$ cat src/hw/uart_macros.svh
`ifndef UART_MACROS_SVH
`define UART_MACROS_SVH

// width of one command word from the host side
`define UART_CMD_WIDTH 16

// width of the received data byte, without the parity error flag
`define UART_READ_WIDTH 8

// clock cycles per serial bit unless a module overrides it
`define UART_CLKS_PER_BIT 16

`endif

$ cat src/hw/cmd_pkg.sv
`include "uart_macros.svh"

package cmd_pkg;

  // command word as accepted from the host
  typedef logic [`UART_CMD_WIDTH-1:0] cmd_word_t;

  // one byte on the serial line
  typedef logic [7:0] uart_byte_t;

  // received byte with the parity error flag on top
  typedef logic [`UART_READ_WIDTH:0] read_word_t;

endpackage

$ cat src/hw/uart_pkg.sv
package uart_pkg;

  // data bits in one serial frame
  localparam int unsigned DATA_BITS = 8;

  // part of the frame that is currently on the line
  typedef enum logic [2:0] {
    PH_IDLE   = 3'd0,
    PH_START  = 3'd1,
    PH_DATA   = 3'd2,
    PH_PARITY = 3'd3,
    PH_STOP   = 3'd4
  } frame_phase_e;

endpackage

$ cat src/hw/cmd_framer.sv
`include "uart_macros.svh"

module cmd_framer (
  input  logic                 clk,
  input  logic                 rst_n,
  input  cmd_pkg::cmd_word_t   cmd_in,
  input  logic                 cmd_vld,
  output logic                 cmd_rdy,
  output logic                 byte_start,
  output cmd_pkg::uart_byte_t  byte_data,
  input  logic                 byte_done
);

  import cmd_pkg::*;

  cmd_word_t cmd_q;
  logic      low_sel;
  logic      accept;

  assign accept = cmd_vld && cmd_rdy;

  // the command is held here for both frames
  always_ff @(posedge clk) begin
    if (accept) begin
      cmd_q <= cmd_in;
    end
  end

  always_ff @(posedge clk or negedge rst_n) begin
    if (!rst_n) begin
      cmd_rdy    <= 1'b1;
      byte_start <= 1'b0;
      low_sel    <= 1'b0;
    end else begin
      byte_start <= 1'b0;
      if (accept) begin
        cmd_rdy    <= 1'b0;
        low_sel    <= 1'b0;
        byte_start <= 1'b1;
      end else if (byte_done) begin
        if (!low_sel) begin
          // high byte is out, the low byte follows right away
          low_sel    <= 1'b1;
          byte_start <= 1'b1;
        end else begin
          low_sel <= 1'b0;
          cmd_rdy <= 1'b1;
        end
      end
    end
  end

  assign byte_data = low_sel ? cmd_q[7:0] : cmd_q[`UART_CMD_WIDTH-1 -: 8];

endmodule

$ cat src/hw/uart_rx.sv
`include "uart_macros.svh"

module uart_rx #(
  parameter int clks_per_bit = `UART_CLKS_PER_BIT
) (
  input  logic                clk,
  input  logic                rst_n,
  input  logic                rx,
  output cmd_pkg::read_word_t read_data,
  output logic                read_rdy
);

  import uart_pkg::*;
  import cmd_pkg::*;

  localparam int CNT_W = $clog2(clks_per_bit);
  localparam int HALF  = clks_per_bit / 2;

  logic             rx_meta;
  logic             rx_sync;
  logic             rx_prev;
  frame_phase_e     phase_q;
  logic [CNT_W-1:0] cnt_q;
  logic [2:0]       bit_idx_q;
  uart_byte_t       data_q;
  logic             par_q;
  logic             bit_end;

  always_ff @(posedge clk or negedge rst_n) begin
    if (!rst_n) begin
      rx_meta <= 1'b1;
      rx_sync <= 1'b1;
      rx_prev <= 1'b1;
    end else begin
      rx_meta <= rx;
      rx_sync <= rx_meta;
      rx_prev <= rx_sync;
    end
  end

  assign bit_end = (cnt_q == CNT_W'(clks_per_bit - 1));

  // payload registers, loaded at each data or parity sample
  always_ff @(posedge clk) begin
    if (bit_end && phase_q == PH_DATA) begin
      data_q <= {rx_sync, data_q[7:1]};
    end
    if (bit_end && phase_q == PH_PARITY) begin
      par_q <= rx_sync;
    end
    if (bit_end && phase_q == PH_STOP && rx_sync) begin
      // flag is set when data and parity together hold an even count of ones
      read_data <= {~(^data_q ^ par_q), data_q};
    end
  end

  always_ff @(posedge clk or negedge rst_n) begin
    if (!rst_n) begin
      phase_q   <= PH_IDLE;
      cnt_q     <= '0;
      bit_idx_q <= '0;
      read_rdy  <= 1'b0;
    end else begin
      read_rdy <= 1'b0;
      cnt_q    <= cnt_q + 1'b1;
      case (phase_q)
        PH_IDLE: begin
          cnt_q <= '0;
          if (rx_prev && !rx_sync) begin
            phase_q <= PH_START;
          end
        end
        PH_START: begin
          // a glitch shorter than half a bit is not a start bit
          if (cnt_q == CNT_W'(HALF - 1)) begin
            cnt_q     <= '0;
            bit_idx_q <= '0;
            phase_q   <= rx_sync ? PH_IDLE : PH_DATA;
          end
        end
        PH_DATA: begin
          if (bit_end) begin
            cnt_q     <= '0;
            bit_idx_q <= bit_idx_q + 3'd1;
            if (bit_idx_q == 3'(DATA_BITS - 1)) begin
              phase_q <= PH_PARITY;
            end
          end
        end
        PH_PARITY: begin
          if (bit_end) begin
            cnt_q   <= '0;
            phase_q <= PH_STOP;
          end
        end
        default: begin
          if (bit_end) begin
            cnt_q    <= '0;
            phase_q  <= PH_IDLE;
            read_rdy <= rx_sync;
          end
        end
      endcase
    end
  end

endmodule

$ cat src/hw/uart_top.sv
`include "uart_macros.svh"

module uart_top #(
  parameter int clks_per_bit = `UART_CLKS_PER_BIT
) (
  input  logic                clk,
  input  logic                rst_n,
  input  cmd_pkg::cmd_word_t  cmd_in,
  input  logic                cmd_vld,
  output logic                cmd_rdy,
  input  logic                rx,
  output logic                tx,
  output cmd_pkg::read_word_t read_data,
  output logic                read_rdy
);

  import cmd_pkg::*;

  logic       byte_start;
  uart_byte_t byte_data;
  logic       byte_done;

  // splits each command into two bytes, high byte first
  cmd_framer i_cmd_framer (
    .clk       (clk),
    .rst_n     (rst_n),
    .cmd_in    (cmd_in),
    .cmd_vld   (cmd_vld),
    .cmd_rdy   (cmd_rdy),
    .byte_start(byte_start),
    .byte_data (byte_data),
    .byte_done (byte_done)
  );

  uart_tx #(
    .clks_per_bit(clks_per_bit)
  ) i_uart_tx (
    .clk       (clk),
    .rst_n     (rst_n),
    .byte_start(byte_start),
    .byte_data (byte_data),
    .tx        (tx),
    .byte_done (byte_done)
  );

  // the receiver runs on its own and does not depend on the transmit side
  uart_rx #(
    .clks_per_bit(clks_per_bit)
  ) i_uart_rx (
    .clk      (clk),
    .rst_n    (rst_n),
    .rx       (rx),
    .read_data(read_data),
    .read_rdy (read_rdy)
  );

endmodule

$ cat src/hw/uart_tx.sv
`include "uart_macros.svh"

module uart_tx #(
  parameter int clks_per_bit = `UART_CLKS_PER_BIT
) (
  input  logic                 clk,
  input  logic                 rst_n,
  input  logic                 byte_start,
  input  cmd_pkg::uart_byte_t  byte_data,
  output logic                 tx,
  output logic                 byte_done
);

  import uart_pkg::*;
  import cmd_pkg::*;

  localparam int CNT_W = $clog2(clks_per_bit);

  frame_phase_e     phase_q;
  logic [CNT_W-1:0] cnt_q;
  logic [2:0]       bit_idx_q;
  uart_byte_t       data_q;
  logic             bit_end;

  assign bit_end   = (cnt_q == CNT_W'(clks_per_bit - 1));
  assign byte_done = (phase_q == PH_STOP) && bit_end;

  always_ff @(posedge clk) begin
    if (byte_start) begin
      data_q <= byte_data;
    end
  end

  always_ff @(posedge clk or negedge rst_n) begin
    if (!rst_n) begin
      phase_q   <= PH_IDLE;
      cnt_q     <= '0;
      bit_idx_q <= '0;
      tx        <= 1'b1;
    end else if (phase_q == PH_IDLE) begin
      cnt_q <= '0;
      if (byte_start) begin
        phase_q <= PH_START;
        tx      <= 1'b0;
      end
    end else if (!bit_end) begin
      cnt_q <= cnt_q + 1'b1;
    end else begin
      cnt_q <= '0;
      case (phase_q)
        PH_START: begin
          phase_q   <= PH_DATA;
          bit_idx_q <= '0;
          tx        <= data_q[0];
        end
        PH_DATA: begin
          if (bit_idx_q == 3'(DATA_BITS - 1)) begin
            // odd parity, so the bit is set when the data has an even count
            phase_q <= PH_PARITY;
            tx      <= ~^data_q;
          end else begin
            bit_idx_q <= bit_idx_q + 3'd1;
            tx        <= data_q[bit_idx_q + 3'd1];
          end
        end
        PH_PARITY: begin
          phase_q <= PH_STOP;
          tx      <= 1'b1;
        end
        default: begin
          phase_q <= PH_IDLE;
          tx      <= 1'b1;
        end
      endcase
    end
  end

endmodule

$ cat config.mk
export PLATFORM = sky130hd
export DESIGN_NAME = uart_top
export DESIGN_NICKNAME = d
export VERILOG_FILES = /design/src/hw/cmd_pkg.sv /design/src/hw/uart_pkg.sv /design/src/hw/cmd_framer.sv /design/src/hw/uart_rx.sv /design/src/hw/uart_top.sv /design/src/hw/uart_tx.sv
export VERILOG_INCLUDE_DIRS = /design/src /design/src/hw
export SDC_FILE = /design/constraint.sdc
export NUM_CORES = 1
export LEC_CHECK = 0
export BUFFER_PORTS_ARGS = -buffer_cell sky130_fd_sc_hd__buf_4
export CORE_MARGIN = 3
export CORE_UTILIZATION = 30
export DETAILED_ROUTE_END_ITERATION = 10
export PLACE_DENSITY = 0.55
export RECOVER_POWER = 50
export SLEW_MARGIN = 20
export SYNTH_ARGS = -nofsm -noshare
export SYNTH_HDL_FRONTEND = slang
export SYNTH_SLANG_ARGS = --single-unit
$ cat constraint.sdc
create_clock -name clk -period 3.95 [get_ports clk]
set_input_delay 0.395 -clock clk [delete_from_list [all_inputs] [get_ports clk]]
set_output_delay 0.395 -clock clk [all_outputs]
set_load 0.005 [all_outputs]
==> key figures, run 1 <==
Clocking
  – Worst skew pair latency: ~340 ps
  – Clock-pin slew on the worst setup and hold paths: 80 ps
  – Clk sink count: 70
  – TritonCTS clock tree: yes
  – CTS Buffer Depth: 2
  – Root Driver: clkbuf_8
  – CTS buffer count: 9
  – H-tree levels: 3

Timing
  – Final Skew: around 11 ps
  – Final hold vios: 0
  – Sum Neg Setup Slack: 0 ps
  – Rel. slew slack: under 10%
  – Final Max Slew Viols: 0
  – RSZ-0062 raised after global routing: no
  – Period utilisation layout: between 40% and 50%
  – Final min period: between 1500 and 2000 ps
  – PnR worst setup slack: 1980 ps
  – Slew @ Worst Pin: 1480 ps
  – Fin Hold WS: 165 ps
  – Peak Freq: 508 MHz
  – Endpoints failing setup: 0

GRT
  – Total GRT Usage: 8.98%
  – Largest net degree at the start of global routing: 29
  – Vias in the first global route: between 1,500 and 2,000
  – First-pass GRT wire length: 7660 um
  – Grt total ovfl: 0
  – Initial antenna violation count: 0

Job
  – MaxCap Viol Count: 0

Route
  – Drt initial violations: 141
  – DRC viols: 0
  – Via Count: 1,667
  – Avg WL per Cell: about 11 um
  – Vias per std cell: 4.35
  – Post-route ant nets: 0
  – WL final: 4400 um
  – Drt pass-1 iters: 4

Floorplan
  – DIE WIDTH: 105 um
  – Initial Utilization: 31.2%
  – Die area: 10,900 um2
  – I/O pin count: 32
  – Core ar.: around 9300 um2
  – Die Ht: 105 um
  – Std cell rows: 35

Outcome
  – Outcome: finished clean

Critical path
  – Capturing element type of the critical path: register
  – Slowest cell on the critical path: nor2b_1
  – Crit-path max FO: 8
  – Crit Path Class: reg2reg
  – Largest stage delay, worst path: ~530 ps
  – CP arrival: 1950 ps
  – Worst setup SP type: register
  – CP cell instances: ha_1 -> nand2_1 -> nor2_1 -> and3_2 -> nor2b_1
  – WP data required: 3930 ps

Logic synthesis
  – Netlist cell types: 41
  – Mapped Nets: between 200 and 250
  – Syn Std Cell Area: 2910 um2
  – Post-synth ARST share: 40.0%
  – #FFs+latches synth: 70
  – Seq/Total Area, Yosys: 67.6%
  – Post-synth EDFFs: 42
  – Yosys warning count: 0
  – Post-Synthesis Cells: 211
  – Synth Flop Type: edfxtp_1
  – Avg Inst Size Synth: 13.8 um2

Pwr
  – Worst vdd ir: 0.000221 V
  – Sw frac: between 20% and 30%
  – Comb pwr share: 12.1%
  – Cell internal pwr: 0.00126 W
  – P per Cell Area: 495 nW/um2
  – Flop pwr share: 54.6%
  – Switching power of the nets: 0.000458 W
  – Leak: 1.33 nW
  – Clock power share: 33.3%

Final layout
  – P&R area growth vs syn: 19.5%
  – Layout cell share with drive strength beyond 1: 24.0%
  – Final #Nets: 275
  – Finished Core Util: a little under two fifths
  – Inserted Diodes: 0

Place
  – Port Buffers: 31
  – Dpl ws: 1950 ps
  – DP HPWL: 2990 um
  – Gpl congestion: 0.752

Worst hold path
  – HP Class: in2reg
==> power by group through the flow <==
stage          sequential [W]  clock, W  combinational [W]
2_1_floorplan        0.000915         0           0.000190
3_3_place_gp         0.000953         0           0.000206
3_5_place_dp         0.000955         0           0.000212
4_1_cts              0.000941  0.000599           0.000214
5_1_grt              0.000956  0.000629           0.000241
6_report             0.000940  0.000574           0.000209
==> metrics by stage <==
step | total power (W) | cell area [um2] | std cells
after CTS | 0.00175 | 3490 | 383
after global placement | 0.00116 | 3280 | 366
after global routing | 0.00183 | 3480 | 383
after detailed placement | 0.00117 | 3280 | 366
after floorplan | 0.00110 | 2910 | 211
final | 0.00172 | 3480 | 383
==> path summary, 6_finish.rpt <==
path	slack [ps]	startpoint	to	depth (start not counted)
worst min register to register	360	i_uart_rx.rx_meta$_DFF_PN1_	i_uart_rx.rx_sync$_DFF_PN1_	0
worst max register to register	1980	i_uart_rx.cnt_q[0]$_DFF_PN0_	i_uart_rx.data_q[1]$_DFFE_PP_	5
worst min-delay path	170	rx	i_uart_rx.rx_meta$_DFF_PN1_	1
min in group asynchronous	940	rst_n	i_uart_rx.read_rdy$_DFF_PN0_	2
worst max-delay path	1980	i_uart_rx.cnt_q[0]$_DFF_PN0_	i_uart_rx.data_q[1]$_DFFE_PP_	5
max in group asynchronous	2140	rst_n	i_uart_rx.bit_idx_q[1]$_DFFE_PN0P_	2
==> state kept, by name, indices dropped and copies added (netlist names) <==
name / flops
i_cmd_framer.cmd_q: 16
i_uart_rx.read_data: 9
i_uart_rx.data_q: 8
i_uart_tx.data_q: 8
i_uart_rx.cnt_q: 4
i_uart_tx.cnt_q: 4
i_uart_rx.bit_idx_q: 3
i_uart_rx.phase_q: 3
i_uart_tx.bit_idx_q: 3
i_uart_tx.phase_q: 3
i_cmd_framer.byte_start: 1
i_cmd_framer.cmd_rdy: 1
i_cmd_framer.low_sel: 1
i_uart_rx.par_q: 1
i_uart_rx.read_rdy: 1
i_uart_rx.rx_meta: 1
i_uart_rx.rx_prev: 1
i_uart_rx.rx_sync: 1
i_uart_tx.tx: 1
==> area by class of cell <==
cell class                      instances  area (um2)
Clock inverter                          6        71.3
Sequential cell                        70        1970
Fill cell                             866        5850
Multi-Input combinational cell        130         885
Clock buffer                           10         128
Inverter                                5        18.8
Timing Repair Buffer                   33         246
Tap cell                              129         161
==> cell families (layout without fill, tap and decap cells) <==
group / count (synthesis) / count (layout) / share of synthesized area (%)
DFF: 70 / 70 / 67.6
and+or+nand+nor: 59 / 59 / 10.1
AOI/OAI and AO/OA: 33 / 33 / 7.09
xor gates and xnor gates: 19 / 19 / 5.72
muxes: 13 / 13 / 5.07
buffers and inverters: 11 / 54 / 1.85
adders and majority gates: 6 / 6 / 2.58
==> what timing repair did <==
action	in CTS	in global routing
hold endpoints to repair	23	0
buffers inserted	0	0
hold buffers	1	0
gates resized for setup	0	0
==> cell usage in the layout, fill, tap and decap left out, drive strengths merged, types with 5 or more instances in the layout <==
cell,Yosys,final
edfxtp,42,42
clkbuf,1,28
dfrtp,23,23
nor2,18,18
xnor2,16,16
buf,5,14
o21ai,11,11
mux2,11,11
nand2,9,9
nor2b,8,8
nand3,7,7
a21oi,7,7
nor3,6,6
ha,6,6
inv,5,6
dfstp,5,5
==> synth_stat cells (all sizes together), types with 3 or more instances <==
master / n / share of area (%)
nor2: 18 / 2.3
edfxtp: 42 / 43
nand2: 9 / 1.2
ha: 6 / 2.6
o21ai: 11 / 1.9
dfstp: 5 / 4.5
xnor2: 16 / 4.8
nor3: 6 / 1.2
buf: 5 / 1.1
nand3: 7 / 1.2
a22o: 3 / 0.90
mux2: 11 / 4.4
a31oi: 3 / 0.64
dfrtp: 23 / 20
inv: 5 / 0.64
nor2b: 8 / 1.7
xor2: 3 / 0.90
a21oi: 7 / 1.2
==> layer usage <==
layer	global-route usage, %	wire [um]	part of all wire [%]	vias up
met5	0	0	0	-
met4	5.13	105	2.4	0
met3	2.98	178	4.0	7
met2	13.4	1970	45	28
met1	11.4	2140	49	790
li1	-	-	-	842
==> critical path: cells and delay by family (launching register included) <==
kind,cells,cell delay (ps)
fa+ha+maj,1,210
flops,1,370
simple gates,4,1040
Note: power is estimated with default switching activity, not from simulation.
==> run 2: changes to the inputs <==
--- a/config.mk
+++ b/config.mk
@@ -6,6 +6,7 @@
 export SDC_FILE = /design/constraint.sdc
 export NUM_CORES = 1
 export LEC_CHECK = 0
+export ABC_AREA = 1
 export BUFFER_PORTS_ARGS = -buffer_cell sky130_fd_sc_hd__buf_4
 export CORE_MARGIN = 3
 export CORE_UTILIZATION = 30
==> constraint.sdc (replaced) <==
create_clock -name clk -period 1.9 [get_ports clk]
set_input_delay 0.19 -clock clk [delete_from_list [all_inputs] [get_ports clk]]
set_output_delay 0.19 -clock clk [all_outputs]
set_load 0.005 [all_outputs]
==> key figures, run 2 <==
Clocking
  – Root Driver: clkbuf_8
  – CTS Buffer Depth: 2
  – Clock-pin slew on the worst setup and hold paths: 80 ps
  – TritonCTS clock tree: yes
  – Post-CTS Repair Setup Buffers: 0
  – H-tree levels: 3
  – CTS buffer count: 9
  – Clk sink count: 70
  – Worst skew pair latency: about 340 ps

Final layout
  – Commonest cells after routing, fill and taps aside: nand2_1 (88), edfxtp_1 (42), inv_1 (35), dfrtp_1 (23), clkbuf_4 (19)
  – Most common cell after layout, fill and taps aside: nand2_1
  – Final #Nets: between 300 and 400
  – Inserted Diodes: 0
  – P&R area growth vs syn: 24.0%
  – Max FFs per register: 16
  – Top reg by flops: i_cmd_framer.cmd_q
  – Finished Core Util: about two fifths
  – Layout cell share with drive strength beyond 1: 19.6%
  – Fillcell total: approximately 950
  – Area occupied by multi-input gates: around 860 um2
  – Biggest regs: i_cmd_framer.cmd_q (16), i_uart_rx.read_data (9)
  – Register Area: 1970 um2

Route
  – Post-route ant nets: 0
  – DRC viols: 0
  – Drt pass-1 iters: 4
  – WL final: 4770 um
  – Vias per std cell: between 4 and 5
  – Avg WL per Cell: 10.1 um
  – Via Count: 1,927
  – Drt initial violations: 50

Floorplan
  – I/O pin count: 32
  – Die area: 11,200 um2
  – Core ar.: 9460 um2
  – Initial Utilization: 31.6%
  – Die Ht: 106 um
  – Std cell rows: 35
  – DIE WIDTH: 106 um

GRT
  – Largest net degree at the start of global routing: 29
  – Vias in the first global route: 1,923
  – Initial antenna violation count: 0
  – Grt total ovfl: 0
  – First-pass GRT wire length: 8650 um
  – Total GRT Usage: 9.76%

Pwr
  – Leak: 1.69 nW
  – Cell internal pwr: 0.00261 W
  – Switching power of the nets: around 0.00090 W
  – Flop pwr share: 50.0%
  – Worst vdd ir: 0.000384 V
  – P per Cell Area: 946 nW/um2
  – Comb pwr share: around an eighth
  – Sw frac: 25.7%
  – Clock power share: a little under two fifths
  – Pwr Total: 0.00351 W

Timing
  – PnR worst setup slack: 260 ps
  – Final Skew: 13.0 ps
  – Rel. slew slack: a little over half
  – Peak Freq: 610 MHz
  – Fin Hold WS: 45.7 ps
  – Endpoints failing setup: 0
  – Sum Neg Setup Slack: 0 ps
  – Period utilisation layout: 86.3%
  – Final min period: 1640 ps
  – RSZ-0062 raised after global routing: no
  – Final hold vios: 0
  – Slew @ Worst Pin: 719 ps
  – Final Max Slew Viols: 0

Critical path
  – WP data required: 1930 ps
  – Worst setup SP type: register
  – Capturing element type of the critical path: register
  – CP arrival: around 1700 ps
  – Crit Path Class: reg2reg
  – Crit-path max FO: 9

Logic synthesis
  – Syn Std Cell Area: 2990 um2
  – Post-Synthesis Cells: 285
  – Mapped Nets: 311
  – Area leader, netlist: edfxtp_1
  – Post-synth top cells: nand2_1 (88), edfxtp_1 (42), inv_1 (35)
  – Post-synth EDFFs: between 40 and 50
  – Ranking of synthesized cells by area: edfxtp_1 (42%), dfrtp_1 (19%), nand2_1 (11%)
  – Avg Inst Size Synth: ~11 um2
  – Netlist cell types: 28
  – #FFs+latches synth: 70
  – Post-synth ARST share: 40.0%
  – Synth Flop Type: edfxtp_1
  – Yosys warning count: 0
  – Synth top area share: 42.1%
  – Seq/Total Area, Yosys: 65.8%
  – Most common cell in the synthesized netlist: nand2_1

Place
  – Port Buffers: 31
  – Dpl ws: 120 ps
  – DP HPWL: 3400 um
  – Gpl congestion: 0.823

Job
  – MaxCap Viol Count: 0

Outcome
  – Outcome: finished clean

Worst hold path
  – HP Class: in2reg
-- run 2: per-layer routing --
layer  vias to the layer above  part of all wire [%]  track usage, %
li1                       1030                     -               -
met5                         -                     0               0
met4                         0                   1.6            4.35
met3                         6                   3.6            3.18
met2                        28                    43            14.2
met1                       863                    52            13.2
-- run 2: power by group through the flow --
| stage | combinational, W | clock, W | sequential (W) |
|---|---|---|---|
| 2_1_floorplan | 0.000311 | 0 | 0.00178 |
| 3_5_place_dp | 0.000427 | 0 | 0.00179 |
| 4_1_cts | 0.000443 | 0.00137 | 0.00176 |
| 6_report | 0.000436 | 0.00132 | 0.00176 |
| 5_1_grt | 0.000508 | 0.00145 | 0.00177 |
| 3_3_place_gp | 0.000421 | 0 | 0.00179 |
-- run 2: cell type report --
cell class | instances | share of cell area [%]
tap | 129 | 4.35
timing repair buffer | 43 | 9.30
inverter | 41 | 4.15
multi-input combinational | 172 | 23.3
clock buffer | 9 | 3.34
clock inverter | 7 | 2.60
sequential | 70 | 53.0
-- run 2: worst max-delay path: stages, from the launching register on --
cell and delay [ps]:
dfrtp_1 370, ha_1 170, nand2_1 70, inv_1 70, nand2_1 110, nor3_1 180, and3_2 360
-- run 2: repair_timing --
item,in CTS,in global routing
hold endpoints to repair,30,2
hold buffers,8,2
gates resized for setup,0,1
setup endpoints to repair,0,9
-- run 2: path summary, 6_finish.rpt --
check / startpoint / end / slack (ps) / cells after the start
max reg2reg: i_uart_rx.cnt_q[0]$_DFF_PN0_ / i_uart_rx.read_data[1]$_DFFE_PP_ / 260 / 6
max in group asynchronous: rst_n / i_uart_tx.phase_q[0]$_DFFE_PN0P_ / 990 / 2
min reg2reg: i_uart_rx.rx_meta$_DFF_PN1_ / i_uart_rx.rx_sync$_DFF_PN1_ / 370 / 0
min: cmd_in[13] / i_cmd_framer.cmd_q[13]$_DFFE_PP_ / 50 / 1
max: i_uart_rx.cnt_q[0]$_DFF_PN0_ / i_uart_rx.read_data[1]$_DFFE_PP_ / 260 / 6
min in group asynchronous: rst_n / i_uart_rx.phase_q[0]$_DFFE_PN0P_ / 440 / 2
-- run 2: kinds of logic (layout without fill, tap and decap cells) --
kind of cell / after synthesis / in the layout / synth area share [%]
AND/OR/NAND/NOR: 129 / 129 / 18.3
flip-flops: 70 / 70 / 65.8
buffers and inverters: 43 / 100 / 5.43
AO/OA/AOI/OAI: 27 / 27 / 5.10
XOR/XNOR: 10 / 10 / 2.93
adder cells (fa/ha/maj): 6 / 6 / 2.51
-- run 2: stage by stage --
step / std cells / cell area (um2)
global route: 471 / 3710
floorplan: 285 / 2990
detailed placement: 445 / 3390
global placement: 445 / 3390
finish: 471 / 3710
CTS: 469 / 3690
==> run 3: changes to the inputs <==
--- a/config.mk
+++ b/config.mk
@@ -7,7 +7,7 @@
 export NUM_CORES = 1
 export LEC_CHECK = 0
 export ABC_AREA = 1
-export BUFFER_PORTS_ARGS = -buffer_cell sky130_fd_sc_hd__buf_4
+export BUFFER_PORTS_ARGS = -buffer_cell sky130_fd_sc_hd__buf_2
 export CORE_MARGIN = 3
 export CORE_UTILIZATION = 30
 export DETAILED_ROUTE_END_ITERATION = 10
==> key figures, run 3 (same netlist as run 2, synthesis figures left out) <==
Floorplan
  – Initial Utilization: 31.6%
  – Std cell rows: 35
  – Core ar.: about 9500 um2
  – DIE WIDTH: 106 um
  – Die Ht: 106 um
  – Die area: 11,200 um2
  – I/O pin count: 32

Final layout
  – Post-route cell area: around 3600 um2
  – Most common cell after layout, fill and taps aside: nand2_1
  – Layout cell share with drive strength beyond 1: 18.5%
  – Inserted Diodes: 0
  – Final #Nets: ~360
  – Finished Core Util: 38.2%
  – Biggest regs: i_cmd_framer.cmd_q (16), i_uart_rx.read_data (9)
  – Commonest cells after routing, fill and taps aside: nand2_1 (88), edfxtp_1 (42), inv_1 (35), buf_2 (28), dfrtp_1 (23)
  – Max FFs per register: 16
  – Non-Filler Instances: 469
  – Fillcell total: 954
  – P&R area growth vs syn: 20.7%
  – Top reg by flops: i_cmd_framer.cmd_q

Clocking
  – H-tree levels: 3
  – Post-CTS Repair Setup Buffers: 0
  – CTS Buffer Depth: 2
  – Clock-pin slew on the worst setup and hold paths: 80 ps
  – Worst skew pair latency: 340 ps
  – TritonCTS clock tree: yes
  – Clk sink count: 70
  – CTS buffer count: 9
  – Root Driver: clkbuf_8

Timing
  – Sum Neg Setup Slack: 0 ps
  – Endpoints failing setup: 0
  – Final min period: approximately 1600 ps
  – Period utilisation layout: roughly 87%
  – RSZ-0062 raised after global routing: no
  – Rel. slew slack: 53.7%
  – Final Max Slew Viols: 0
  – Final Skew: 9.79 ps
  – Slew @ Worst Pin: roughly 700 ps
  – Final hold vios: 0
  – Peak Freq: 606 MHz
  – Fin Hold WS: 19.6 ps

Route
  – Drt pass-1 iters: 5
  – Metal2 WL: 2140 um
  – Met3 wire len: 160 um
  – Wire length on met1: 2440 um
  – Highest routed layer: met4
  – Post-route ant nets: 0
  – Avg WL per Cell: 10.3 um
  – Drt initial violations: 103
  – WL final: between 4000 and 5000 um
  – Via Count: 1,946
  – DRC viols: 0
  – Vias per std cell: a little over 4

GRT
  – Largest net degree at the start of global routing: 29
  – Vias in the first global route: 1,903
  – Grt total ovfl: 0
  – Total GRT Usage: 9.74%
  – First-pass GRT wire length: 8700 um
  – Initial antenna violation count: 0

Critical path
  – Reg2Reg Depth: 6
  – R2r endpoint: i_uart_rx.read_data[7]$_DFFE_PP_
  – Crit-path max FO: 9
  – CP startpoint: i_uart_rx.cnt_q[0]$_DFF_PN0_
  – Crit Path Class: reg2reg
  – Most used cell, CP: nand2_1
  – Worst setup SP type: register
  – Flop2flop setup slack: 250 ps
  – CP arrival: ~1700 ps
  – Slowest cell on the critical path: dfrtp_1
  – CP cell instances: ha_1 -> nand2_1 -> inv_1 -> nand2_1 -> nor3_1 -> and3_2
  – Worst reg2reg path startpoint: i_uart_rx.cnt_q[0]$_DFF_PN0_
  – Largest stage delay, worst path: 370 ps
  – Capturing element type of the critical path: register
  – WP data required: 1930 ps

Pwr
  – Worst vdd ir: 0.000434 V
  – Leak: 1.65 nW
  – P per Cell Area: 974 nW/um2

Place
  – Port Buffers: 31
  – Post-DP Area: 3320 um2
  – Placed Instances: approximately 450
  – DP HPWL: 3450 um
  – Gpl congestion: between 0.8 and 0.9

Worst hold path
  – Worst Hold Path EP: i_cmd_framer.cmd_q[2]$_DFFE_PP_
  – HP Class: in2reg
  – Hold Startpoint: cmd_in[2]
  – WHS Path Cells: 1

Outcome
  – Outcome: finished clean

Job
  – MaxCap Viol Count: 0
-- run 3: metal layers --
layer / global-route usage (%) / up-vias
met5: 0 / -
met4: 4.72 / 0
met3: 2.63 / 6
met2: 14.3 / 29
met1: 13.3 / 881
li1: - / 1030
-- run 3: cell type report --
type                       count  area (um2)  area share (%)
clock buffer                  10         128            3.53
timing repair buffer          41         248            6.86
multi-input combinational    172         861            23.8
inverter                      41         154            4.26
sequential                    70        1970            54.5
clock inverter                 6        93.8            2.60
tap                          129         161            4.47
-- run 3: timing repair --
action	4_1_cts	5_1_grt
gates resized for setup	0	1
hold buffers	7	1
hold endpoints to repair	29	1
endpoints found under the setup margin	0	9
-- run 3: through the flow --
step           setup WS, ps  power [W]
5_1_grt                70.2    0.00373
3_3_place_gp            187    0.00220
3_5_place_dp            142    0.00221
6_report                251    0.00352
4_1_cts                 123    0.00358
2_1_floorplan           344    0.00209
-- run 3: worst max path at each step --
stage	end	slack [ps]
after floorplan	i_uart_rx.read_data[0]$_DFFE_PP_	340
after global placement	i_uart_rx.read_data[0]$_DFFE_PP_	190
after detailed placement	i_uart_rx.read_data[2]$_DFFE_PP_	140
after CTS	i_uart_rx.read_data[7]$_DFFE_PP_	120
after global routing	i_uart_rx.read_data[7]$_DFFE_PP_	70
final	i_uart_rx.read_data[7]$_DFFE_PP_	250
-- run 3: critical path, delay by kind of cell, from the launching register on --
family                     cells  cell delay, ps
adders and majority gates      1             170
DFF                            1             370
buffers and inverters          1              70
and+or+nand+nor                4             740
-- run 3: power by group --
part           switching (W)  internal (W)
registers          0.0000577       0.00170
clock network       0.000584      0.000751
logic               0.000272      0.000153
total               0.000914       0.00261
